`src/hw/fas_config.svh`:
```
//////////////////////////////////////////////////
// Analyser front end constants
// Sample and coefficient widths, filter length,
// warm-up depth and frame size
//////////////////////////////////////////////////

`ifndef FAS_CONFIG_SVH
`define FAS_CONFIG_SVH

//////////////////////////////////////////////////
// Data path widths
//////////////////////////////////////////////////

`define FAS_SAMPLE_W   16  // Input and filtered samples
`define FAS_COEF_W     20  // Coefficients carry 16 fraction bits

// 36-bit products, plus 5 bits of growth for 32 terms
`define FAS_ACC_W      41

// Lowest sum bit that reaches the output sample
`define FAS_FRAC_LSB   16

//////////////////////////////////////////////////
// Filter and frame geometry
//////////////////////////////////////////////////

`define FAS_TAPS       32  // Delay line depth
`define FAS_WARMUP     34  // Consecutive strobes before output is valid

`define FAS_FRAME_LEN  16  // Samples per collected frame

`endif

```
`src/hw/fas_pkg.sv`:
```
//////////////////////////////////////////////////
// Shared types of the analyser front end
// and the low-pass coefficient table
//////////////////////////////////////////////////

`default_nettype none

`include "fas_config.svh"

package fas_pkg;

  typedef logic signed [`FAS_SAMPLE_W-1:0] sample_t;  // Raw and filtered samples
  typedef logic signed [`FAS_COEF_W-1:0]   coef_t;
  typedef logic signed [`FAS_ACC_W-1:0]    acc_t;     // Full precision MAC sum
  typedef sample_t [`FAS_FRAME_LEN-1:0]    frame_t;   // Slot 0 in the low bits

  //////////////////////////////////////////////////
  // Low-pass coefficients, symmetric about taps 15 and 16
  //////////////////////////////////////////////////

  localparam coef_t fir_coefs [`FAS_TAPS] = '{
    20'hFFF9E,  // Small negative skirt at both ends
    20'hFFF86,
    20'hFFFA7,
    20'h0003B,
    20'h0014B,
    20'h0024A,
    20'h00222,
    20'hFFFE4,
    20'hFFBC5,
    20'hFF7CA,
    20'hFF74E,  // Deepest negative lobe, about -0.034
    20'hFFD74,
    20'h00B1A,
    20'h01DAC,
    20'h02F9E,
    20'h03AA9,  // Centre pair, about 0.229
    20'h03AA9,
    20'h02F9E,
    20'h01DAC,
    20'h00B1A,
    20'hFFD74,
    20'hFF74E,
    20'hFF7CA,
    20'hFFBC5,
    20'hFFFE4,
    20'h00222,
    20'h0024A,
    20'h0014B,
    20'h0003B,
    20'hFFFA7,
    20'hFFF86,
    20'hFFF9E
  };

endpackage

`default_nettype wire

```
`src/hw/frame_collector.sv`:
```
//////////////////////////////////////////////////
// Serial to parallel frame collector
// 16-slot frame buffer filled under a slot counter
//////////////////////////////////////////////////

`timescale 1ns/1ns
`default_nettype none

`include "fas_config.svh"

module frame_collector
  import fas_pkg::*;
(
  input  logic    clk,
  input  logic    rst,
  input  logic    fir_valid,
  input  sample_t fir_d,
  output logic    frame_valid,  // One cycle per complete frame
  output frame_t  frame
);

  localparam int IDX_W  = $clog2(`FAS_FRAME_LEN);
  localparam int SLOT_W = IDX_W + 1;  // Counts 0 to FAS_FRAME_LEN

  localparam logic [SLOT_W-1:0] SLOT_FULL = SLOT_W'(`FAS_FRAME_LEN);

  logic [SLOT_W-1:0] slot_cnt;
  logic              capture;
  logic [IDX_W-1:0]  wr_slot;

  //////////////////////////////////////////////////
  // Slot control
  //////////////////////////////////////////////////

  // A started frame keeps capturing even once fir_valid drops
  assign capture     = fir_valid || (slot_cnt != '0);
  assign frame_valid = (slot_cnt == SLOT_FULL);

  // Low bits of a full count select slot 0 for back-to-back frames
  assign wr_slot = slot_cnt[IDX_W-1:0];

  always_ff @(posedge clk or posedge rst) begin
    if (rst) begin
      slot_cnt <= '0;
    end else if (capture) begin
      if (frame_valid) begin
        slot_cnt <= SLOT_W'(1);  // Slot 0 taken on this edge
      end else begin
        slot_cnt <= slot_cnt + 1'b1;
      end
    end else begin
      slot_cnt <= '0;
    end
  end

  //////////////////////////////////////////////////
  // Frame buffer
  //////////////////////////////////////////////////

  always_ff @(posedge clk or posedge rst) begin
    if (rst) begin
      frame <= '0;
    end else if (capture) begin
      frame[wr_slot] <= fir_d;
    end
  end

endmodule

`default_nettype wire

```
`config.mk`:
```
export PLATFORM = sky130hd
export DESIGN_NAME = frame_collector
export DESIGN_NICKNAME = d
export VERILOG_FILES = /design/src/hw/fas_pkg.sv /design/src/hw/frame_collector.sv
export VERILOG_INCLUDE_DIRS = /design/src /design/src/hw
export SDC_FILE = /design/constraint.sdc
export NUM_CORES = 1
export LEC_CHECK = 0
export BUFFER_PORTS_ARGS = -buffer_cell sky130_fd_sc_hd__buf_2
export CORE_UTILIZATION = 40
export DETAILED_ROUTE_END_ITERATION = 7
export REMOVE_ABC_BUFFERS = 1
export SLEW_MARGIN = 20
export SYNTH_ARGS = -nofsm -noshare
export SYNTH_HDL_FRONTEND = slang
export SYNTH_SLANG_ARGS = --single-unit
```
`constraint.sdc`:
```
create_clock -name clk -period 12.33 [get_ports clk]
set_input_delay 3.699 -clock clk [delete_from_list [all_inputs] [get_ports clk]]
set_output_delay 3.699 -clock clk [all_outputs]
set_load 0.01 [all_outputs]
```
Word-level counts from Yosys, hierarchy flattened
Index checks and enable logic that the tools add are counted.
{"block": "totals", "output_inout_bits": 257, "reg_bits": 261, "in_bits": 19, "wordCells": 29}
{"block": "op_classes", "mux": 5, "n_addsub": 1, "magnitude_cmp": 2, "n_eq_ne": 1, "n_reduce_logical": 3}
{"operator": "bitwise mux 256 bit", "count": 1}
{"operator": "demux 16 bit (select 4 bit)", "count": 1}
{"operator": "two-way mux 16 bit", "count": 1}
{"operator": "two-way mux 5 bit", "count": 2}
{"operator": "adder 5 x 1 -> 5 bit, second input constant", "count": 1}
{"operator": "== test 5 bit, second input constant", "count": 1}
{"operator": "< comparator 4 x 5 -> 1 bit, second input constant", "count": 1}
{"operator": "nonzero test 5 bit", "count": 1}
{"operator": "greater-or-equal comparator 4 x 1 -> 1 bit, second input constant", "count": 1}
{"operator": "logical AND 1 bit", "count": 1}
{"operator": "logical OR 1 bit", "count": 1}

Longest topological paths before layout
{"block": "logic_depth", "ltp_word": 5, "depth_mapped": 7, "depth_no_buf": 5}

Worst setup path before layout
No wires, ideal clock.
{"block": "synth_timing", "path_type": "input to register", "from": "in fir_valid", "to": "reg frame[16] (netlist name)", "stages": 5, "path_slack_ps": 7433, "arrival_time_ps": 4769, "setup_time_ps": 127, "required_ps": 12203, "path_cell_list": "or3b_1 -> buf_2 -> nand3_4 -> buf_6 -> mux2_1"}
{"block": "synth_via", "elab_chain_len": 1}
{"item": "start: declaration", "line": "frame_collector.sv:16", "rtl": "input logic fir_valid,"}
{"item": "logical OR 1 bit", "line": "frame_collector.sv:36", "rtl": "assign capture = fir_valid || (slot_cnt != '0);"}
{"item": "end signal: indexed assignment", "line": "frame_collector.sv:64", "rtl": "frame[wr_slot] <= fir_d;"}
{"item": "end: declaration", "line": "frame_collector.sv:19", "rtl": "output frame_t frame"}
No other way between the ends.
A chain may end at the register's enable or synchronous reset.

Final worst setup path
{"block": "layout_timing", "from": "reg slot_cnt[0]", "to": "out frame_valid"}
{"block": "layout_via", "elab_chain_len": 1}
{"item": "start: declaration", "line": "frame_collector.sv:27", "rtl": "logic [SLOT_W-1:0] slot_cnt;"}
{"item": "start signal: assignment", "line": "frame_collector.sv:49", "rtl": "slot_cnt <= slot_cnt + 1'b1;"}
{"item": "== test 5 bit", "line": "frame_collector.sv:37", "rtl": "assign frame_valid = (slot_cnt == SLOT_FULL);"}
{"item": "end: declaration", "line": "frame_collector.sv:18", "rtl": "output logic frame_valid,"}
No other way between the ends.

==> reports/results.txt <==
Status: finished clean
# resized after CTS: 0
Pre-antenna DRT Iters: 4
DRT iter0 DRCs: 261
Period utilization: 0.437
Count of pins over their slew limit: 0
CP Capture Type: primary output
Initial core utilization: 0.410
Seq/Total Area, Yosys: 0.653
Final setup viols: 0
Skew-Pair Late Insertion Delay: 530 ps
Grt ovf: 0
Clock root cell: clkbuf_16
HPWL Detailed: 17.2 mm
Die footprint: 0.0256 mm^2
Area Overhead vs Synth: 24.9%
Clock Sink Count: 261
Slew headroom: 0.241
Wire per inst: 21.2 um
RSZ-0062 raised after global routing: false
CTS H-tree lvls: 1
CTS Buf Count: 29
Fillers: 2,168
Pin count of the biggest net entering global routing: 122
Vias per cell: 4.96
Vias in the first global route: 6,059
Sequential cell area: 0.00653 mm^2
NumNets Final: 897
Die height: 160 um
DRC violations left: 0
Arr. time, crit path: 1690 ps
# diodes: 0
Chip width: 160 um
Worst Path Max Fanout: 7
Flops & latches, synth: 261
First-pass GRT wire length: 38.9 mm
Buffers on Ports: 275
Fraction of layout cells with a size suffix above 1: 0.617
Final antenna-violating net count: 0
Post-synth EDFFs: 0
Final WS setup: 6940 ps
Post-synth top flop: dfrtp_1
Average cell area after synthesis: 16.7 um^2
Dpl ws: 6890 ps
CP Class: reg2out
Hold Fails Final Rpt: 0
Postcts setup bufs: 0
Core footprint: 0.0244 mm^2
Setup crit start kind: register
Post-layout min period: 5390 ps
Async SR Flop Fraction: 1.00
Total negative slack: 0 ps
Power Density: 302 mW/mm^2
Leakage power: 5.90 nW
Min-Delay Path Class: reg2reg
FMAX: 186 MHz
Synth Warn #: 0
Synthesized cell area: 0.0100 mm^2
CTS tree: yes
Max-Cap Viols: 0
Vias post-DR: 6,035
Final WL: 25.8 mm
GRT Util Overall: 0.200
Worst Skew: 18.3 ps
Post-Syn Instances: 600
VDD IR max: 0.131 mV
Io pins: 276
GPL Wtd Cong: 0.772
Cts hold-fix bufs: 0
Worst Tran Pin Value: 1140 ps
Num rows: 57
Worst endpoint required time: 8630 ps
Clock Path Buffers: 3
Worst-path clk slew: 60 ps
Multi-input gate area: 0.00324 mm^2
Initial antenna violation count: 0
Post-synth cell types: 32
## final timing paths
check,cells past startpoint,slack (ps),to,start
setup / recovery,4,6940,frame_valid,slot_cnt[0]
hold / removal,1,480,frame[3],frame[3]
setup reg to reg,6,10030,frame[66],slot_cnt[0]
hold reg to reg,1,480,frame[3],frame[3]
max in group asynchronous,3,7520,frame[250],rst
min in group asynchronous,2,3360,frame[72],rst
## cell usage after synthesis, drive strengths merged, types with 2 or more instances
cell    count  share of area
a21oi       2         0.0010
inv         5         0.0019
clkbuf     17         0.0064
or3b        2         0.0020
dfrtp     261           0.65
buf        21          0.014
mux2      256           0.29
nor2b       2         0.0013
ha          4         0.0050
nand2       8         0.0038
nand3       8         0.0078
nor2        4         0.0039
## layout by cell type, fill, tap and decap left out, types with 2 or more instances in the layout
| master | count |
|---|---|
| ha_1 | 4 |
| mux2_2 | 206 |
| nand3_1 | 4 |
| nand2_2 | 3 |
| dfrtp_1 | 261 |
| clkbuf_8 | 4 |
| nand3_4 | 3 |
| mux2_1 | 40 |
| nor2b_1 | 2 |
| buf_2 | 275 |
| a21oi_1 | 2 |
| buf_4 | 6 |
| inv_1 | 3 |
| mux2_4 | 10 |
| clkbuf_16 | 29 |
| clkbuf_1 | 8 |
| nor2_1 | 2 |
| nand2_1 | 5 |
| clkinv_2 | 7 |
## state kept, by name (all words and copies together), names as in the netlist
signal    cells
frame       256
slot_cnt      5
## logic make-up after synthesis
logic type                 after synthesis  synth area share
adders and majority gates                4           0.00501
DFF                                    261             0.653
buffers and inverters                   43            0.0227
muxes                                  256             0.292
xor gates and xnor gates                 1          0.000876
AOI/OAI and AO/OA                        6           0.00388
and+or+nand+nor                         29            0.0220
## power by group
| group | leakage [nW] | switching [W] | internal (W) | total, W |
|---|---|---|---|---|
| logic | 2.41 | 0.000738 | 0.000728 | 0.00147 |
| clock network | 0.427 | 0.000322 | 0.000453 | 0.000775 |
| registers | 3.07 | 0.000222 | 0.00130 | 0.00152 |
| total | 5.90 | 0.00128 | 0.00248 | 0.00376 |
## worst max-delay path: stages (launching register included)
cell and delay [ps]:
dfrtp_1 430, inv_1 100, ha_1 290, and3_1 210, buf_2 140
## cell type report
type / instances / share of cell area
Timing Repair Buffer: 281 / 0.114
Inverter: 5 / 0.00211
Clock inverter: 8 / 0.00351
Clock buffer: 41 / 0.0650
Multi-Input combinational cell: 296 / 0.260
Sequential cell: 261 / 0.523
Tap cell: 324 / 0.0325
## metrics by stage
| step | total power [W] | utilization | hold WS [ps] | cells | cell area [um^2] |
|---|---|---|---|---|---|
| after floorplan | 0.00234 | - | 501 | 562 | 9790 |
| after global placement | 0.00299 | 0.477 | 463 | 1167 | 11600 |
| after detailed placement | 0.00303 | 0.477 | 469 | 1167 | 11600 |
| after CTS | 0.00382 | 0.512 | 482 | 1216 | 12500 |
| after global routing | 0.00398 | 0.512 | 502 | 1216 | 12500 |
| final | 0.00376 | 0.512 | 479 | 1216 | 12500 |
## routing by layer
metal  vias to the layer above  wire [um]  GRT usage
met2                       186      12800      0.339
met3                        42       1470     0.0410
li1                       2661          -          -
met5                         -          0          0
met1                      3146      10800      0.256
met4                         0        786     0.0675
Power figures use the tool's default switching activity.
